===== src/source/mci_pkg.sv =====
`default_nettype none

package mci_pkg;

    //////////////////////////////////////////////////////////////////////
    // Bus widths
    //////////////////////////////////////////////////////////////////////
    localparam int ADDR_WIDTH = 32;
    localparam int DATA_WIDTH = 32;
    localparam int USER_WIDTH = 32;

    localparam int KB = 1024;

    //////////////////////////////////////////////////////////////////////
    // Memory map
    //////////////////////////////////////////////////////////////////////
    // Register space is 4 KB
    localparam int MCI_REG_MIN_ADDR_WIDTH = 12;
    // Each mailbox is 64 bytes, sixteen words
    localparam int MBOX_CSR_ADDR_WIDTH = 6;

    localparam logic [ADDR_WIDTH-1:0] MCI_REG_START_ADDR  = 32'h0000_0000;
    localparam logic [ADDR_WIDTH-1:0] MBOX0_START_ADDR    = 32'h0008_0000;
    localparam logic [ADDR_WIDTH-1:0] MBOX1_START_ADDR    = 32'h0009_0000;
    localparam logic [ADDR_WIDTH-1:0] MCU_SRAM_START_ADDR = 32'h0020_0000;

    // Fixed window ends, SRAM end depends on its size parameter
    localparam logic [ADDR_WIDTH-1:0] MCI_REG_END_ADDR =
        MCI_REG_START_ADDR + (32'h1 << MCI_REG_MIN_ADDR_WIDTH) - 32'h1;
    localparam logic [ADDR_WIDTH-1:0] MBOX0_END_ADDR =
        MBOX0_START_ADDR + (32'h1 << MBOX_CSR_ADDR_WIDTH) - 32'h1;
    localparam logic [ADDR_WIDTH-1:0] MBOX1_END_ADDR =
        MBOX1_START_ADDR + (32'h1 << MBOX_CSR_ADDR_WIDTH) - 32'h1;

    //////////////////////////////////////////////////////////////////////
    // Register and mailbox word offsets
    //////////////////////////////////////////////////////////////////////
    localparam int REG_IDX_WIDTH  = MCI_REG_MIN_ADDR_WIDTH - 2;
    localparam int MBOX_IDX_WIDTH = MBOX_CSR_ADDR_WIDTH - 2;

    localparam logic [REG_IDX_WIDTH-1:0] REG_ID_OFFSET      = 'd0;
    localparam logic [REG_IDX_WIDTH-1:0] REG_SCRATCH_OFFSET = 'd1;
    localparam logic [REG_IDX_WIDTH-1:0] REG_CTRL_OFFSET    = 'd2;

    localparam logic [DATA_WIDTH-1:0] MCI_ID_VALUE = 32'h4d43_4901;

    // Word 0 is the lock, words 1..15 hold data
    localparam logic [MBOX_IDX_WIDTH-1:0] MBOX_LOCK_OFFSET = 'd0;
    localparam logic [MBOX_IDX_WIDTH-1:0] MBOX_DATA_BASE   = 'd1;
    localparam int MBOX_DEPTH = 2 ** MBOX_IDX_WIDTH;

    //////////////////////////////////////////////////////////////////////
    // Request and response payloads
    //////////////////////////////////////////////////////////////////////
    // 97 bits
    typedef struct packed {
        logic [ADDR_WIDTH-1:0] addr;
        logic [DATA_WIDTH-1:0] wdata;
        logic                  write;
        logic [USER_WIDTH-1:0] user;
    } cif_req_t;

    // 34 bits
    typedef struct packed {
        logic [DATA_WIDTH-1:0] rdata;
        logic                  hold;
        logic                  error;
    } cif_resp_t;

endpackage

`default_nettype wire


===== src/source/mci_mbox.sv =====
`default_nettype none
`timescale 1ns/100ps

module mci_mbox
    import mci_pkg::*;
(
    input  wire logic     clk,
    input  wire logic     rst_n,
    input  wire logic     dv,
    input  wire cif_req_t req_data,
    output cif_resp_t     resp
);

    logic [MBOX_IDX_WIDTH-1:0] word_idx;
    logic                      is_lock;
    logic                      lock_q;
    logic                      rd_pend_q;
    logic                      rd_start;
    logic                      wr_err;
    logic                      data_wr;
    logic [DATA_WIDTH-1:0]     rdata_q;
    // Data words only, lock lives in its own flop
    logic [DATA_WIDTH-1:0]     data_mem [MBOX_DATA_BASE:MBOX_DEPTH-1];

    always_comb word_idx = req_data.addr[MBOX_CSR_ADDR_WIDTH-1:2];
    always_comb is_lock  = (word_idx == MBOX_LOCK_OFFSET);

    // First cycle of a read
    always_comb rd_start = dv & ~req_data.write & ~rd_pend_q;

    // Data writes need the lock held
    always_comb wr_err  = dv & req_data.write & ~is_lock & ~lock_q;
    always_comb data_wr = dv & req_data.write & ~is_lock & lock_q;

    //////////////////////////////////////////////////////////////////////
    // Lock and read pending state
    //////////////////////////////////////////////////////////////////////
    always_ff @(posedge clk) begin
        if (!rst_n) begin
            lock_q    <= 1'b0;
            rd_pend_q <= 1'b0;
        end else begin
            // One wait cycle per read
            if (rd_start) begin
                rd_pend_q <= 1'b1;
            end else if (rd_pend_q) begin
                rd_pend_q <= 1'b0;
            end
            // Reading the lock word grabs it, once per read
            if (rd_start & is_lock) begin
                lock_q <= 1'b1;
            end
            // Any lock write releases
            if (dv & req_data.write & is_lock) begin
                lock_q <= 1'b0;
            end
        end
    end

    //////////////////////////////////////////////////////////////////////
    // Data array and read capture
    //////////////////////////////////////////////////////////////////////
    always_ff @(posedge clk) begin
        if (data_wr) begin
            data_mem[word_idx] <= req_data.wdata;
        end
        if (rd_start) begin
            // Lock read returns the state before acquisition
            if (is_lock) begin
                rdata_q <= {{(DATA_WIDTH-1){1'b0}}, lock_q};
            end else begin
                rdata_q <= data_mem[word_idx];
            end
        end
    end

    //////////////////////////////////////////////////////////////////////
    // Response
    //////////////////////////////////////////////////////////////////////
    always_comb begin
        resp.rdata = rd_pend_q ? rdata_q : '0;
        resp.hold  = rd_start;
        resp.error = wr_err;
    end

endmodule

`default_nettype wire


===== config.mk =====
export PLATFORM = sky130hd
export DESIGN_NAME = mci_mbox
export DESIGN_NICKNAME = d
export VERILOG_FILES = /design/src/source/mci_pkg.sv /design/src/source/mci_mbox.sv
export SDC_FILE = /design/constraint.sdc
export NUM_CORES = 1
export LEC_CHECK = 0
export BUFFER_PORTS_ARGS = -buffer_cell sky130_fd_sc_hd__buf_2
export CORE_MARGIN = 2
export CORE_UTILIZATION = 40
export DETAILED_ROUTE_END_ITERATION = 8
export PLACE_DENSITY = 0.63
export SYNTH_ARGS = -nofsm -noshare
export SYNTH_HDL_FRONTEND = slang
export SYNTH_SLANG_ARGS = --single-unit

===== constraint.sdc =====
create_clock -name clk -period 8.7 [get_ports clk]
set_input_delay 1.74 -clock clk [delete_from_list [all_inputs] [get_ports clk]]
set_output_delay 1.74 -clock clk [all_outputs]
set_load 0.01 [all_outputs]

==> results.yml <==
layout:
  instances_no_fill: 1791
  antennaDiodeCount: 0
  fin_nets: 1188
  fin_area_sq_um: 22630
  fillCellCount: 4147
  area_growth_pct: 13.74
  drive_gt1_share_pct: 23.34
grt:
  grt_pass1_wl_um: 63390
  grt_overflow: 0
  antenna_found_initial: 1
  grt_max_degree: 69
  track_usage_pct: 16.89
  grt_pass1_vias: 9935
synth:
  synth_adder_area_share_pct: 0
  ys_warn_count: 0
  synth.cell_area_sq_um: 19890
  synth-main-ff-cell: "edfxtp_1"
  synth.mux.area_fraction_pct: 12.56
  synth_top_area_share_pct: 77.29
  yosys.area_share.simple_pct: 3.503
  netlist_instances: 996
  yosysMostFrequentCell: "edfxtp_1"
  synth_top_area_cell: "edfxtp_1"
  synth_nets: 1096
  synth_cell_type_count: 32
  synth.ff_latch_count: 514
  syn_area_per_cell_sq_um: 19.97
  synth-xor-area-share_pct: 0
  ys_seq_area_share_pct: 77.49
  synth_edf_count: 512
  netlist_top_cells_area: "edfxtp_1 (77%), mux4_2 (8.0%), mux2i_1 (4.1%), a221o_1 (1.3%), a22o_1 (1.1%)"
  async_flop_share_pct: 0
  synth_top_family_by_area: "multiplexers"
  synth_compound_gate_area_share_pct: 4.617
  synth_common_cells: "edfxtp_1 (512), mux2i_1 (82), mux4_2 (71), nor2_1 (48), and2_1 (34)"
cts:
  path_clk_slew_ps: 60
  clkSinkCount: 514
  numCtsBuffers: 51
  cts_hold_buffers: 0
  cts.path.max_buffers: 3
  insertion_delay_ps: 590
  postCtsSetupBuffers: 0
  ctsResizeCount: 0
  clock-root-buffer: "clkbuf_16"
  cts_tree: "built"
  htree_levels: 2
routing:
  vias_per_cell: 5.415
  dr.pass1.iters: 6
  num_vias: 9699
  wire_per_inst_um: 23.87
  antenna_left: 0
  first_iter_violations: 978
  drc: 0
  routed_wl_um: 42760
power_and_ir_drop:
  power_density_nw_per_um2: 221.8
  power_uw: 5019
  power.leakage_uw: 0.007498
  ir_drop_uv: 125.2
floorplan:
  start_util_pct: 40.55
  dieArea_sq_um: 51530
  core_sq_um: 49050
  rows: 81
  dieHeight_um: 227.0
  die_w_um: 227.0
  num_io_pins: 134
place:
  placed_area_sq_um: 21080
  dp.cells: 1699
  dpl.hpwl_um: 22990
  dp_slack_ps: 3807
  globalplace.congestion: 0.7108
  io_buffer_count: 73
timing:
  hold_viol_final: 0
  fin_ws_ps: 4034
  slew_headroom_pct: 33.53
  fin_crit_sh_pct: 53.64
  fin_skew_ps: 10.47
  timing.fmax_mhz: 214.3
  setup_viol: 0
  drv_slew: 0
  min_period_ps: 4666
  grt_setup_unrepaired: "false"
  tightest_slew_ps: 997.0
  setup-tns-final_ps: 0
setup_path:
  crit_path_end_kind: "primary output"
  startpoint_type: "primary input"
  worst-path-max-fanout: 34
  critPathArrivalTime_ps: 2930
  crit_type: "in2out"
  worstPathRequired_ps: 6960
worst_hold_path:
  min_path_type: "reg2reg"
outcome:
  status: "completed"
run:
  drv_cap: 0
==> worst paths after layout <==
check                                        to  cells after the start          from  slack, ps
worst max-delay path                    resp[0]                      5  req_data[70]       4030
worst min-delay path                     lock_q                      2        lock_q        560
worst min register to register           lock_q                      2        lock_q        560
worst max register to register  data_mem[2][21]                      4        lock_q       5970
==> metrics by stage <==
step / util (%) / hold WS [ps]
global route: 46.13 / 605.4
CTS: 46.13 / 548.6
global placement: 42.97 / 523.3
finish: 46.13 / 555.0
floorplan: - / 474.3
detailed placement: 42.97 / 523.5
==> layout by cell type (no fill, tap or decap), types with 3 or more instances in the layout <==
cell type and n:
o21ai_0 7, clkbuf_16 53, buf_4 29, nor2_1 35, clkbuf_1 17, mux4_2 71
mux2i_1 82, a211oi_1 7, and3_1 26, nor3_2 3, nand2_1 11, a221o_1 25
a22oi_1 25, a22o_1 25, edfxtp_1 512, mux2_2 7, clkinv_1 11, a21oi_1 32
buf_2 71, nor2_4 12, clkinv_2 6, and2_1 34
==> cells by family after synthesis <==
family | count (synthesis)
buffers and inverters | 64
muxes | 160
and+or+nand+nor | 135
AOI/OAI and AO/OA | 123
DFF | 514
==> state kept, by name, summed over array words and instances (netlist names) <==
name / cells
rd_pend_q: 1
data_mem: 480
rdata_q: 32
lock_q: 1
==> routing by layer <==
| metal | part of all wire, % | vias up | routed length [um] | global-route usage, % |
|---|---|---|---|---|
| met5 | 0.030 | - | 13 | 0 |
| met4 | 2.0 | 2 | 847 | 4.744 |
| met3 | 5.2 | 68 | 2235 | 2.607 |
| met2 | 49 | 246 | 21040 | 28.20 |
| met1 | 44 | 5112 | 18620 | 23.18 |
| li1 | - | 4271 | - | - |
==> final cells by class <==
cell class | instances | area [sq um] | share of cell area (%)
Clock buffer | 70 | 1390 | 6.144
Timing Repair Buffer | 102 | 598.1 | 2.643
Multi-Input combinational cell | 418 | 4232 | 18.70
Inverter | 1 | 3.754 | 0.01659
Tap cell | 664 | 830.8 | 3.672
Sequential cell | 514 | 15410 | 68.13
Clock inverter | 22 | 157.7 | 0.6967
==> power breakdown <==
part           leakage [uW]  internal, uW  switching, uW
combinational       0.00211          87.1            135
sequential          0.00463          2740           2.66
clock              0.000755          1170            886
==> worst max-delay path: stages <==
cell	delay [ps]
buf_2	240
buf_4	450
nor4_1	140
nor3_1	170
buf_2	160
Note: power is estimated with default switching activity, not from simulation.
