--- config.mk ---
export PLATFORM = sky130hd
export DESIGN_NAME = mci_axi_sub_decode
export DESIGN_NICKNAME = d
export VERILOG_FILES = /design/src/source/mci_pkg.sv /design/src/source/mci_axi_sub_decode.sv
export SDC_FILE = /design/constraint.sdc
export NUM_CORES = 1
export LEC_CHECK = 0
export BUFFER_PORTS_ARGS = -buffer_cell sky130_fd_sc_hd__buf_4
export CAP_MARGIN = 5
export CORE_AREA = 10 10 176 178
export DETAILED_ROUTE_END_ITERATION = 8
export DIE_AREA = 0 0 186 188
export PLACE_DENSITY = 0.36
export SLEW_MARGIN = 20
export SYNTH_ARGS = -nofsm -noshare
export SYNTH_HDL_FRONTEND = slang
export SYNTH_SLANG_ARGS = --single-unit
export TNS_END_PERCENT = 10
--- constraint.sdc ---
create_clock -name vclk -period 2.67
set_input_delay 0.1335 -clock vclk [all_inputs]
set_output_delay 0.1335 -clock vclk [all_outputs]
set_load 0.01 [all_outputs]
--- src/source/mci_pkg.sv ---
`default_nettype none

package mci_pkg;

    //////////////////////////////////////////////////////////////////////
    // Bus widths
    //////////////////////////////////////////////////////////////////////
    localparam int ADDR_WIDTH = 32;
    localparam int DATA_WIDTH = 32;
    localparam int USER_WIDTH = 32;

    localparam int KB = 1024;

    //////////////////////////////////////////////////////////////////////
    // Memory map
    //////////////////////////////////////////////////////////////////////
    // Register space is 4 KB
    localparam int MCI_REG_MIN_ADDR_WIDTH = 12;
    // Each mailbox is 64 bytes, sixteen words
    localparam int MBOX_CSR_ADDR_WIDTH = 6;

    localparam logic [ADDR_WIDTH-1:0] MCI_REG_START_ADDR  = 32'h0000_0000;
    localparam logic [ADDR_WIDTH-1:0] MBOX0_START_ADDR    = 32'h0008_0000;
    localparam logic [ADDR_WIDTH-1:0] MBOX1_START_ADDR    = 32'h0009_0000;
    localparam logic [ADDR_WIDTH-1:0] MCU_SRAM_START_ADDR = 32'h0020_0000;

    // Fixed window ends, SRAM end depends on its size parameter
    localparam logic [ADDR_WIDTH-1:0] MCI_REG_END_ADDR =
        MCI_REG_START_ADDR + (32'h1 << MCI_REG_MIN_ADDR_WIDTH) - 32'h1;
    localparam logic [ADDR_WIDTH-1:0] MBOX0_END_ADDR =
        MBOX0_START_ADDR + (32'h1 << MBOX_CSR_ADDR_WIDTH) - 32'h1;
    localparam logic [ADDR_WIDTH-1:0] MBOX1_END_ADDR =
        MBOX1_START_ADDR + (32'h1 << MBOX_CSR_ADDR_WIDTH) - 32'h1;

    //////////////////////////////////////////////////////////////////////
    // Register and mailbox word offsets
    //////////////////////////////////////////////////////////////////////
    localparam int REG_IDX_WIDTH  = MCI_REG_MIN_ADDR_WIDTH - 2;
    localparam int MBOX_IDX_WIDTH = MBOX_CSR_ADDR_WIDTH - 2;

    localparam logic [REG_IDX_WIDTH-1:0] REG_ID_OFFSET      = 'd0;
    localparam logic [REG_IDX_WIDTH-1:0] REG_SCRATCH_OFFSET = 'd1;
    localparam logic [REG_IDX_WIDTH-1:0] REG_CTRL_OFFSET    = 'd2;

    localparam logic [DATA_WIDTH-1:0] MCI_ID_VALUE = 32'h4d43_4901;

    // Word 0 is the lock, words 1..15 hold data
    localparam logic [MBOX_IDX_WIDTH-1:0] MBOX_LOCK_OFFSET = 'd0;
    localparam logic [MBOX_IDX_WIDTH-1:0] MBOX_DATA_BASE   = 'd1;
    localparam int MBOX_DEPTH = 2 ** MBOX_IDX_WIDTH;

    //////////////////////////////////////////////////////////////////////
    // Request and response payloads
    //////////////////////////////////////////////////////////////////////
    // 97 bits
    typedef struct packed {
        logic [ADDR_WIDTH-1:0] addr;
        logic [DATA_WIDTH-1:0] wdata;
        logic                  write;
        logic [USER_WIDTH-1:0] user;
    } cif_req_t;

    // 34 bits
    typedef struct packed {
        logic [DATA_WIDTH-1:0] rdata;
        logic                  hold;
        logic                  error;
    } cif_resp_t;

endpackage

`default_nettype wire

--- src/source/mci_axi_sub_decode.sv ---
`default_nettype none
`timescale 1ns/100ps

module mci_axi_sub_decode
    import mci_pkg::*;
#(
    parameter int MCU_SRAM_SIZE_KB = 4
) (
    // Requester side
    input  wire logic                  dv,
    input  wire cif_req_t              soc_req_data,
    output cif_resp_t                  soc_resp,

    // Target side
    output logic                       reg_dv,
    output logic                       mbox0_dv,
    output logic                       mbox1_dv,
    output logic                       sram_dv,
    output cif_req_t                   tgt_req_data,
    input  wire cif_resp_t             reg_resp,
    input  wire cif_resp_t             mbox0_resp,
    input  wire cif_resp_t             mbox1_resp,
    input  wire cif_resp_t             sram_resp,

    // Privileged user straps
    input  wire logic [USER_WIDTH-1:0] strap_mcu_lsu_axi_user,
    input  wire logic [USER_WIDTH-1:0] strap_mcu_ifu_axi_user,
    input  wire logic [USER_WIDTH-1:0] strap_clp_axi_user,

    // Privilege strobes
    output logic                       mcu_lsu_req,
    output logic                       mcu_ifu_req,
    output logic                       mcu_req,
    output logic                       clp_req,
    output logic                       soc_req
);

    // SRAM window follows the configured size
    localparam logic [ADDR_WIDTH-1:0] MCU_SRAM_END_ADDR =
        MCU_SRAM_START_ADDR + ADDR_WIDTH'(MCU_SRAM_SIZE_KB * KB) - 32'h1;
    // Bits needed to cover the whole map
    localparam int MCI_INTERNAL_ADDR_WIDTH = $clog2(MCU_SRAM_END_ADDR);

    logic [MCI_INTERNAL_ADDR_WIDTH-1:0] int_addr;
    logic                               req_miss;

    //////////////////////////////////////////////////////////////////////
    // Address decode
    //////////////////////////////////////////////////////////////////////
    // Low bits only for register and SRAM windows
    always_comb int_addr = soc_req_data.addr[MCI_INTERNAL_ADDR_WIDTH-1:0];

    always_comb reg_dv   = dv & (int_addr inside {[MCI_REG_START_ADDR:MCI_REG_END_ADDR]});
    always_comb sram_dv  = dv & (int_addr inside {[MCU_SRAM_START_ADDR:MCU_SRAM_END_ADDR]});
    // Mailboxes use the full address
    always_comb mbox0_dv = dv & (soc_req_data.addr inside {[MBOX0_START_ADDR:MBOX0_END_ADDR]});
    always_comb mbox1_dv = dv & (soc_req_data.addr inside {[MBOX1_START_ADDR:MBOX1_END_ADDR]});

    // Same request goes to every target
    always_comb tgt_req_data = soc_req_data;

    //////////////////////////////////////////////////////////////////////
    // Response merge
    //////////////////////////////////////////////////////////////////////
    // Nothing hit
    always_comb req_miss = dv & ~(reg_dv | sram_dv | mbox0_dv | mbox1_dv);

    always_comb begin
        // Read data from the selected target, zero otherwise
        if (sram_dv) begin
            soc_resp.rdata = sram_resp.rdata;
        end else if (reg_dv) begin
            soc_resp.rdata = reg_resp.rdata;
        end else if (mbox0_dv) begin
            soc_resp.rdata = mbox0_resp.rdata;
        end else if (mbox1_dv) begin
            soc_resp.rdata = mbox1_resp.rdata;
        end else begin
            soc_resp.rdata = '0;
        end

        // Only the selected target may stall
        soc_resp.hold = (sram_dv  & sram_resp.hold)  |
                        (reg_dv   & reg_resp.hold)   |
                        (mbox0_dv & mbox0_resp.hold) |
                        (mbox1_dv & mbox1_resp.hold);

        // Target error or miss
        soc_resp.error = (sram_dv  & sram_resp.error)  |
                         (reg_dv   & reg_resp.error)   |
                         (mbox0_dv & mbox0_resp.error) |
                         (mbox1_dv & mbox1_resp.error) |
                         req_miss;
    end

    //////////////////////////////////////////////////////////////////////
    // Privileged user classification
    //////////////////////////////////////////////////////////////////////
    // Exact match against straps
    always_comb mcu_lsu_req = dv & (soc_req_data.user == strap_mcu_lsu_axi_user);
    always_comb mcu_ifu_req = dv & (soc_req_data.user == strap_mcu_ifu_axi_user);
    always_comb mcu_req     = mcu_lsu_req | mcu_ifu_req;
    always_comb clp_req     = dv & (soc_req_data.user == strap_clp_axi_user);
    // Everything else is plain SoC traffic
    always_comb soc_req     = dv & ~(mcu_req | clp_req);

endmodule

`default_nettype wire

==> impl_results.md <==
- Status: completed
- Worst hold path type: primary input to output pin
- Estimated wirelength of the detail-placed design: 19.50 mm
- Width of the die: 186 um
- Final Instance Count excl. Fillers: 999
- Largest net degree at the start of global routing: 38
- Fin. Hold Viols: 0
- Setup-failing EPs final: 0
- Worst-path cell chain: buf_4 > nor4b_1 > nand3_1 > or3_2 > buf_12 > o211ai_1 > o21ai_0 > buf_4
- Post-Route WL: 21.47 mm
- Synth Cell Area: 3068 um^2
- Die area: 34970 um^2
- Post-synth top area cell: xor2_1
- Synth cell types: 24
- Vias post-DR: 3643
- Routability cong.: 0.8203
- CP max FO: 36
- RSZ-0062 raised after global routing: false
- Max cap viols: 0
- Worst setup EP type: output pin
- Die height: 188 um
- CP max stage delay: 0.51 ns
- Seq_cells: 0
- Tot GR Track Use: 0.1114
- Cell count after synthesis: 368
- Pleak: 2.894 nW
- Yosys warns: 0
- Net Count, Synth: 698
- Synth top area cells: xor2_1, buf_4, mux2i_1
- Seq/Total Area, Yosys: 0
- Final worst path period need: 2.194 ns
- Setup TNS: 0 ns
- Vias in the first global route: 4131
- Hold-fix buffers, CTS: 0
- Antenna-violating nets left: 0
- Antenna violations before repair: 0
- F_max: 0.4558 GHz
- Vias per cell: 3.647
- Hold_sp: soc_req_data[34]
- Syn avg cell area: 8.337 um^2
- Residual DRC count: 0
- VDD IR max: 0.00004695 V
- Nets: 985
- Slowest cell on the critical path: nor4b_1
- Area growth, synth to finish: 85.07%
- WP buf/inv: 3
- Io pins: 470
- Top cells by instance count after synthesis: buf_4, xor2_1, mux2i_1
- Crit path DAT: 2.06 ns
- Worst setup path category: primary input to output pin
- Fillers: 3153
- Fin crit share: 0.8217
- Clkbuf count: 0
- Share of cells above drive strength 1: 0.6600
- DRT Pass-1 Iters: 4
- Worst Setup Start Kind: primary input
- Post-CTS Setup Inserts: 0
- Critical path's most frequent cell: buf_4
- Share of the synthesized area in the top cell type: 0.2655
- # diodes: 0
- First-pass GRT wire length: 28.90 mm
- Worst slew margin: 0.5323
- FP Rows: 61
- Placed instance count: 999
- Post-cts resize count: 0
- Worst-margin pin slew: 0.7016 ns
- GRT overflow: 0
- Critical path origin: soc_req_data[88]
- Multi-input logic area: 2237 um^2
- Starting DRT DRC Count: 80
- Count leader, synth: buf_4
- Placeable Area: 27480 um^2
- Slew Limit Fails: 0
- CP Data Required Time: 2.54 ns
- Pwr dens: 135.7 nW/um^2
- Port Buf Inserts: 392
- Family with the most delay on the worst path: simple AND/OR/NAND/NOR gates
- Initial Utilization: 0.1117
- Routed WL per cell: 21.49 um
- Storage cell area: 0 um^2
## where the power goes
part | leakage [nW] | internal (mW) | switching [mW]
Clock | 0 | 0 | 0
Sequential | 0 | 0 | 0
Combinational | 2.89 | 0.453 | 0.317
Total | 2.89 | 0.453 | 0.317
## placed cells by master, fill, tap and decap left out, types with 5 or more instances in the layout
cell type | Yosys | routed
buf_4 | 97 | 397
xor2_1 | 93 | 93
mux2i_1 | 67 | 67
o22ai_2 | 28 | 28
nor4_1 | 25 | 25
nand3_1 | 7 | 7
nor3_1 | 6 | 6
nor2_1 | 5 | 5
o22ai_1 | 5 | 5
## final timing paths
| check | to | slack [ns] | depth (start not counted) |
|---|---|---|---|
| max | soc_resp[0] | 0.48 | 8 |
| min | tgt_req_data[34] | 0.27 | 0 |
## cell families after synthesis
kind of cell | share of synthesized area
buffers and inverters | 0.2716
xor gates and xnor gates | 0.2741
muxes | 0.2223
and+or+nand+nor | 0.1036
AOI/OAI and AO/OA | 0.1285
## through the flow
| stage | hold WS [ns] | utilization | total power, mW | worst slack [ns] | cell area [um^2] |
|---|---|---|---|---|---|
| CTS | 0.2671 | 0.2066 | 0.7829 | 0.4150 | 5678 |
| floorplan | 0.3588 | - | 0.3646 | 1.211 | 3068 |
| global placement | 0.2671 | 0.2066 | 0.7836 | 0.3483 | 5678 |
| detailed placement | 0.2671 | 0.2066 | 0.7793 | 0.4217 | 5678 |
| global route | 0.2670 | 0.2066 | 0.8328 | 0.2992 | 5678 |
| finish | 0.2670 | 0.2066 | 0.7703 | 0.4761 | 5678 |
## layout make-up
type | instances | area share
Timing Repair Buffer | 398 | 0.5284
Inverter | 2 | 0.001322
Tap cell | 346 | 0.07624
Multi-Input combinational cell | 253 | 0.3940
## per-layer routing
layer	routed length, um	track usage
met5	0	0
met4	130	0.007444
met3	1746	0.02822
met2	11230	0.2070
met1	8360	0.1288
Note: power is estimated with default switching activity, not from simulation.
