File: src/source/mci_pkg.sv
`default_nettype none

package mci_pkg;

    //////////////////////////////////////////////////////////////////////
    // Bus widths
    //////////////////////////////////////////////////////////////////////
    localparam int ADDR_WIDTH = 32;
    localparam int DATA_WIDTH = 32;
    localparam int USER_WIDTH = 32;

    localparam int KB = 1024;

    //////////////////////////////////////////////////////////////////////
    // Memory map
    //////////////////////////////////////////////////////////////////////
    // Register space is 4 KB
    localparam int MCI_REG_MIN_ADDR_WIDTH = 12;
    // Each mailbox is 64 bytes, sixteen words
    localparam int MBOX_CSR_ADDR_WIDTH = 6;

    localparam logic [ADDR_WIDTH-1:0] MCI_REG_START_ADDR  = 32'h0000_0000;
    localparam logic [ADDR_WIDTH-1:0] MBOX0_START_ADDR    = 32'h0008_0000;
    localparam logic [ADDR_WIDTH-1:0] MBOX1_START_ADDR    = 32'h0009_0000;
    localparam logic [ADDR_WIDTH-1:0] MCU_SRAM_START_ADDR = 32'h0020_0000;

    // Fixed window ends, SRAM end depends on its size parameter
    localparam logic [ADDR_WIDTH-1:0] MCI_REG_END_ADDR =
        MCI_REG_START_ADDR + (32'h1 << MCI_REG_MIN_ADDR_WIDTH) - 32'h1;
    localparam logic [ADDR_WIDTH-1:0] MBOX0_END_ADDR =
        MBOX0_START_ADDR + (32'h1 << MBOX_CSR_ADDR_WIDTH) - 32'h1;
    localparam logic [ADDR_WIDTH-1:0] MBOX1_END_ADDR =
        MBOX1_START_ADDR + (32'h1 << MBOX_CSR_ADDR_WIDTH) - 32'h1;

    //////////////////////////////////////////////////////////////////////
    // Register and mailbox word offsets
    //////////////////////////////////////////////////////////////////////
    localparam int REG_IDX_WIDTH  = MCI_REG_MIN_ADDR_WIDTH - 2;
    localparam int MBOX_IDX_WIDTH = MBOX_CSR_ADDR_WIDTH - 2;

    localparam logic [REG_IDX_WIDTH-1:0] REG_ID_OFFSET      = 'd0;
    localparam logic [REG_IDX_WIDTH-1:0] REG_SCRATCH_OFFSET = 'd1;
    localparam logic [REG_IDX_WIDTH-1:0] REG_CTRL_OFFSET    = 'd2;

    localparam logic [DATA_WIDTH-1:0] MCI_ID_VALUE = 32'h4d43_4901;

    // Word 0 is the lock, words 1..15 hold data
    localparam logic [MBOX_IDX_WIDTH-1:0] MBOX_LOCK_OFFSET = 'd0;
    localparam logic [MBOX_IDX_WIDTH-1:0] MBOX_DATA_BASE   = 'd1;
    localparam int MBOX_DEPTH = 2 ** MBOX_IDX_WIDTH;

    //////////////////////////////////////////////////////////////////////
    // Request and response payloads
    //////////////////////////////////////////////////////////////////////
    // 97 bits
    typedef struct packed {
        logic [ADDR_WIDTH-1:0] addr;
        logic [DATA_WIDTH-1:0] wdata;
        logic                  write;
        logic [USER_WIDTH-1:0] user;
    } cif_req_t;

    // 34 bits
    typedef struct packed {
        logic [DATA_WIDTH-1:0] rdata;
        logic                  hold;
        logic                  error;
    } cif_resp_t;

endpackage

`default_nettype wire

File: src/source/mci_reg_block.sv
`default_nettype none
`timescale 1ns/100ps

module mci_reg_block
    import mci_pkg::*;
(
    input  wire logic     clk,
    input  wire logic     rst_n,
    input  wire logic     dv,
    input  wire cif_req_t req_data,
    input  wire logic     priv_req,
    output cif_resp_t     resp
);

    logic [REG_IDX_WIDTH-1:0] word_idx;
    logic [DATA_WIDTH-1:0]    scratch_q;
    logic [DATA_WIDTH-1:0]    ctrl_q;
    logic [DATA_WIDTH-1:0]    rd_val;
    logic                     acc_err;
    logic                     wr_ok;

    // Word offset inside the 4 KB window
    always_comb word_idx = req_data.addr[MCI_REG_MIN_ADDR_WIDTH-1:2];

    //////////////////////////////////////////////////////////////////////
    // Read mux and access check
    //////////////////////////////////////////////////////////////////////
    always_comb begin
        rd_val  = '0;
        acc_err = 1'b0;
        case (word_idx)
            REG_ID_OFFSET: begin
                rd_val  = MCI_ID_VALUE;
                // ID is read only
                acc_err = req_data.write;
            end
            REG_SCRATCH_OFFSET: begin
                rd_val = scratch_q;
            end
            REG_CTRL_OFFSET: begin
                rd_val  = ctrl_q;
                // Protected, privileged users only
                acc_err = req_data.write & ~priv_req;
            end
            default: begin
                // Unimplemented offset
                acc_err = 1'b1;
            end
        endcase
    end

    always_comb wr_ok = dv & req_data.write & ~acc_err;

    //////////////////////////////////////////////////////////////////////
    // Register updates
    //////////////////////////////////////////////////////////////////////
    always_ff @(posedge clk) begin
        if (!rst_n) begin
            scratch_q <= '0;
            ctrl_q    <= '0;
        end else if (wr_ok) begin
            if (word_idx == REG_SCRATCH_OFFSET) begin
                scratch_q <= req_data.wdata;
            end
            if (word_idx == REG_CTRL_OFFSET) begin
                ctrl_q <= req_data.wdata;
            end
        end
    end

    //////////////////////////////////////////////////////////////////////
    // Response, never stalls
    //////////////////////////////////////////////////////////////////////
    always_comb begin
        resp.rdata = (dv & ~req_data.write & ~acc_err) ? rd_val : '0;
        resp.hold  = 1'b0;
        resp.error = dv & acc_err;
    end

endmodule

`default_nettype wire

File: config.mk
export PLATFORM = sky130hd
export DESIGN_NAME = mci_reg_block
export DESIGN_NICKNAME = d
export VERILOG_FILES = /design/src/source/mci_pkg.sv /design/src/source/mci_reg_block.sv
export SDC_FILE = /design/constraint.sdc
export NUM_CORES = 1
export LEC_CHECK = 0
export BUFFER_PORTS_ARGS = -buffer_cell sky130_fd_sc_hd__buf_2
export CORE_UTILIZATION = 40
export CTS_CLUSTER_DIAMETER = 40
export DETAILED_ROUTE_END_ITERATION = 7
export GPL_ROUTABILITY_DRIVEN = 0
export PLACE_DENSITY_LB_ADDON = 0.1
export SYNTH_ARGS = -nofsm -noshare
export SYNTH_HDL_FRONTEND = slang
export SYNTH_SLANG_ARGS = --single-unit
File: constraint.sdc
create_clock -name clk -period 1.3 [get_ports clk]
set_input_delay 0.065 -clock clk [delete_from_list [all_inputs] [get_ports clk]]
set_output_delay 0.065 -clock clk [all_outputs]
set_load 0.03 [all_outputs]
==> results.py <==
metrics = {
    "run_status": {
        "outcome": "finished, violations left",
        "failed_checks": "design-rule violations, negative setup slack",
    },
    "logic_synthesis": {
        "syn-num-nets": 483,
        "synth_top_area_cell": "dfxtp_1",
        "synth_xor_area_share_pct": 0,
        "synth-simple-area-share_pct": 23.4,
        "synth_area_per_cell_sq_um": 8.25,
        "synthAdderAreaFrac_pct": 0,
        "syn_area_sq_mm": 0.00315,
        "synth_top_family_by_area": "simple AND/OR/NAND/NOR gates",
        "yosys.area.top_type_share_pct": 40.6,
        "synth-compound-area-share_pct": 9.25,
        "synth_mux_area_share_pct": 20.3,
        "ys_seq_area_share_pct": 40.6,
        "ys_types": 23,
        "ys_warn_count": 0,
        "synth_seq_cells": 64,
        "yosys-top-cells-area": "dfxtp_1 (41%), mux2i_1 (20%), nand2_1 (14%), nand4_1 (5.0%), a21oi_1 (3.8%)",
        "synthCells": 382,
    },
    "pwr": {
        "combPwrFrac_pct": 9.1,
        "p_leak_nw": 2.26,
        "p_int_mw": 3.53,
        "power.total_mw": 4.53,
        "switching_power_uw": 995,
        "p_clk_share_pct": 47.6,
        "powerDensity_mw_per_mm2": 897,
        "sw_frac_of_total_pct": 22.0,
        "vdd_ir_drop_max_uv": 634,
        "pwr-share-seq_pct": 43.3,
    },
    "routing": {
        "drc": 1,
        "drt_wl_total_mm": 8.84,
        "viasPerCell": 5.02,
        "drt_iter0_markers": 102,
        "wire_per_inst_microns": 14.7,
        "final_antenna_net_count": 0,
        "firstDrtPassIters": 6,
        "vias": 3009,
    },
    "critical_path": {
        "reg2reg_depth": 2,
        "path_cells": "buf_6 > nor4_4 > buf_6 > buf_8 > nand2_4 > buf_12 > a211oi_4 > buf_6",
        "crit_path_max_incr_delay_ns": 0.27,
        "crit_buf_inv": 5,
        "arrival_ns": 1.36,
        "cp_top_family": "buffers and inverters",
        "critical_path_class": "input port to output port",
        "crit_top_cell": "buf_6",
        "crit_cells": 8,
        "path_max_fanout": 7,
        "endpoint_kind": "output port",
        "crit_required_ns": 1.24,
        "cp-start-kind": "input port",
        "crit_slowest_cell": "nor4_4",
    },
    "placement": {
        "dpl_cell_area_sq_mm": 0.00428,
        "hpwl_mm": 5.80,
        "port_buffers": 79,
    },
    "timing": {
        "finalCriticalPeriod_ns": 1.42,
        "grt_setup_unrepaired": "yes",
        "totalNegativeSetupSlack_ns": -2.12,
        "fin_ws_ns": -0.124,
        "holdWs_ns": 0.00785,
        "fmax_mhz": 702,
        "hold_viol_final": 0,
        "fin_crit_sh_pct": 110,
        "skew_ns": 0,
        "drv_slew": 0,
        "setup_viol": 32,
    },
    "min_path": {
        "hp-class": "input port to flop",
        "holdPathStages": 3,
    },
    "global_route": {
        "grt_usage_pct": 22.2,
        "grt_max_degree": 66,
        "grt_pass1_wl_mm": 14.6,
        "overflow": 0,
        "grt_antenna_before_repair": 0,
        "grt_pass1_vias": 3018,
    },
    "clock_network": {
        "tritoncts": "built",
        "cts_buffers": 9,
        "h-tree-depth": 3,
        "clk_latency_ns": 0.33,
        "clk_pin_slew_ns": 0.07,
        "cts_buffer_depth": 2,
        "clkSinkCount": 64,
        "clockRootBuffer": "clkbuf_8",
    },
    "die": {
        "core_area_sq_mm": 0.00769,
        "dieWidth_microns": 90.8,
        "rows": 32,
        "die_h_microns": 90.8,
        "initial_utilization_pct": 41.0,
        "num_io_pins": 135,
        "die-area_sq_mm": 0.00824,
    },
    "finish": {
        "n_fill_cell": 674,
        "area_growth_pct": 60.2,
        "multi_input_area_sq_mm": 0.00208,
        "nets": 594,
        "n_antenna_cell": 0,
        "drive_above_1_share_pct": 35.3,
        "regArea_sq_mm": 0.00128,
        "final_core_util_pct": 65.7,
        "final_area_sq_mm": 0.00505,
    },
    "run": {
        "drv_cap": 0,
    },
}
==> flip-flops by register name, summed over array words and instances (netlist names) <==
name,flops
ctrl_q,32
scratch_q,32
==> cell type report <==
class / count / share of cell area, %
tap: 102 / 2.53
sequential: 64 / 25.4
clock buffer: 11 / 3.00
multi-input combinational: 271 / 41.2
clock inverter: 5 / 2.03
timing repair buffer: 135 / 25.0
inverter: 12 / 0.892
==> path summary, 6_finish.rpt <==
check | from | slack (ns) | endpoint
max | req_data[73] | -0.12 | resp[4]
min | req_data[37] | 0.008 | ctrl_q[4]
max reg2reg | ctrl_q[9] | 0.68 | ctrl_q[9]
min reg2reg | scratch_q[0] | 0.46 | scratch_q[0]
==> through the flow <==
stage | setup WS [ns] | cells
finish | -0.124 | 600
global route | -0.177 | 600
CTS | -0.121 | 598
detailed placement | -0.282 | 562
global placement | -0.282 | 562
floorplan | -0.0512 | 382
==> cells by family (layout without fill, tap and decap cells) <==
kind of cell	Yosys count	after routing
buffers and inverters	47	163
flip-flops	64	64
AND/OR/NAND/NOR	159	159
AO/OA/AOI/OAI	47	47
multiplexers	64	64
other	1	1
==> power groups by stage <==
stage | sequential [mW] | clock, mW | combinational (mW)
after floorplan | 2.00 | 0 | 0.174
final | 1.96 | 2.16 | 0.414
after global routing | 1.96 | 2.29 | 0.450
after CTS | 1.96 | 2.20 | 0.402
after detailed placement | 2.00 | 0 | 0.347
after global placement | 2.00 | 0 | 0.345
==> cell usage after synthesis <==
library cell	count
nand2_1	115
dfxtp_1	64
mux2i_1	64
nand4_1	25
a21oi_1	24
clkbuf_1	23
inv_1	12
a21o_1	11
nand2b_1	11
a211oi_1	9
buf_2	6
buf_4	4
buf_1	2
nand4_2	2
nor4_2	2
a21boi_0	1
a31oi_1	1
and2_1	1
and2b_1	1
and4b_1	1
conb_1	1
nor2b_1	1
o21bai_1	1
==> placed cells by master (no fill, tap or decap) <==
| master | instances |
|---|---|
| buf_16 | 1 |
| a21oi_4 | 22 |
| nand2b_1 | 11 |
| inv_1 | 12 |
| o21bai_1 | 1 |
| clkinv_2 | 1 |
| conb_1 | 1 |
| nor4_4 | 2 |
| and4b_1 | 1 |
| and2b_1 | 1 |
| buf_12 | 9 |
| nand4_4 | 2 |
| buf_8 | 2 |
| buf_2 | 42 |
| a21oi_1 | 1 |
| bufinv_16 | 3 |
| mux2i_1 | 64 |
| dfxtp_1 | 64 |
| nor2b_2 | 1 |
| clkbuf_16 | 1 |
| clkbuf_8 | 11 |
| a21o_1 | 11 |
| nand2_4 | 1 |
| clkinvlp_4 | 1 |
| a21boi_0 | 1 |
| a31oi_1 | 1 |
| buf_6 | 41 |
| nand4_1 | 25 |
| a211oi_4 | 9 |
| buf_4 | 26 |
| a21oi_2 | 1 |
| and2_1 | 1 |
| nand2_1 | 114 |
| dlygate4sd3_1 | 13 |
==> routing by layer <==
metal / vias up / part of all wire (%) / GRT usage [%]
li1: 1509 / - / -
met5: - / 0 / 0
met1: 1428 / 45 / 28.0
met2: 65 / 51 / 38.4
met4: 0 / 1.0 / 7.28
met3: 7 / 3.4 / 3.79
==> worst min-delay path: stages <==
cell and delay, ns:
buf_2 0.09, nand2_1 0.07, mux2i_1 0.06
==> what timing repair did <==
item,4_1_cts,5_1_grt
hold buffers,13,0
setup buffers,5,2
resized for setup,74,10
gates cloned,2,1
hold endpoints to repair,22,0
endpoints found under the setup margin,32,33
pin swaps,8,15
Note: power is estimated with default switching activity, not from simulation.
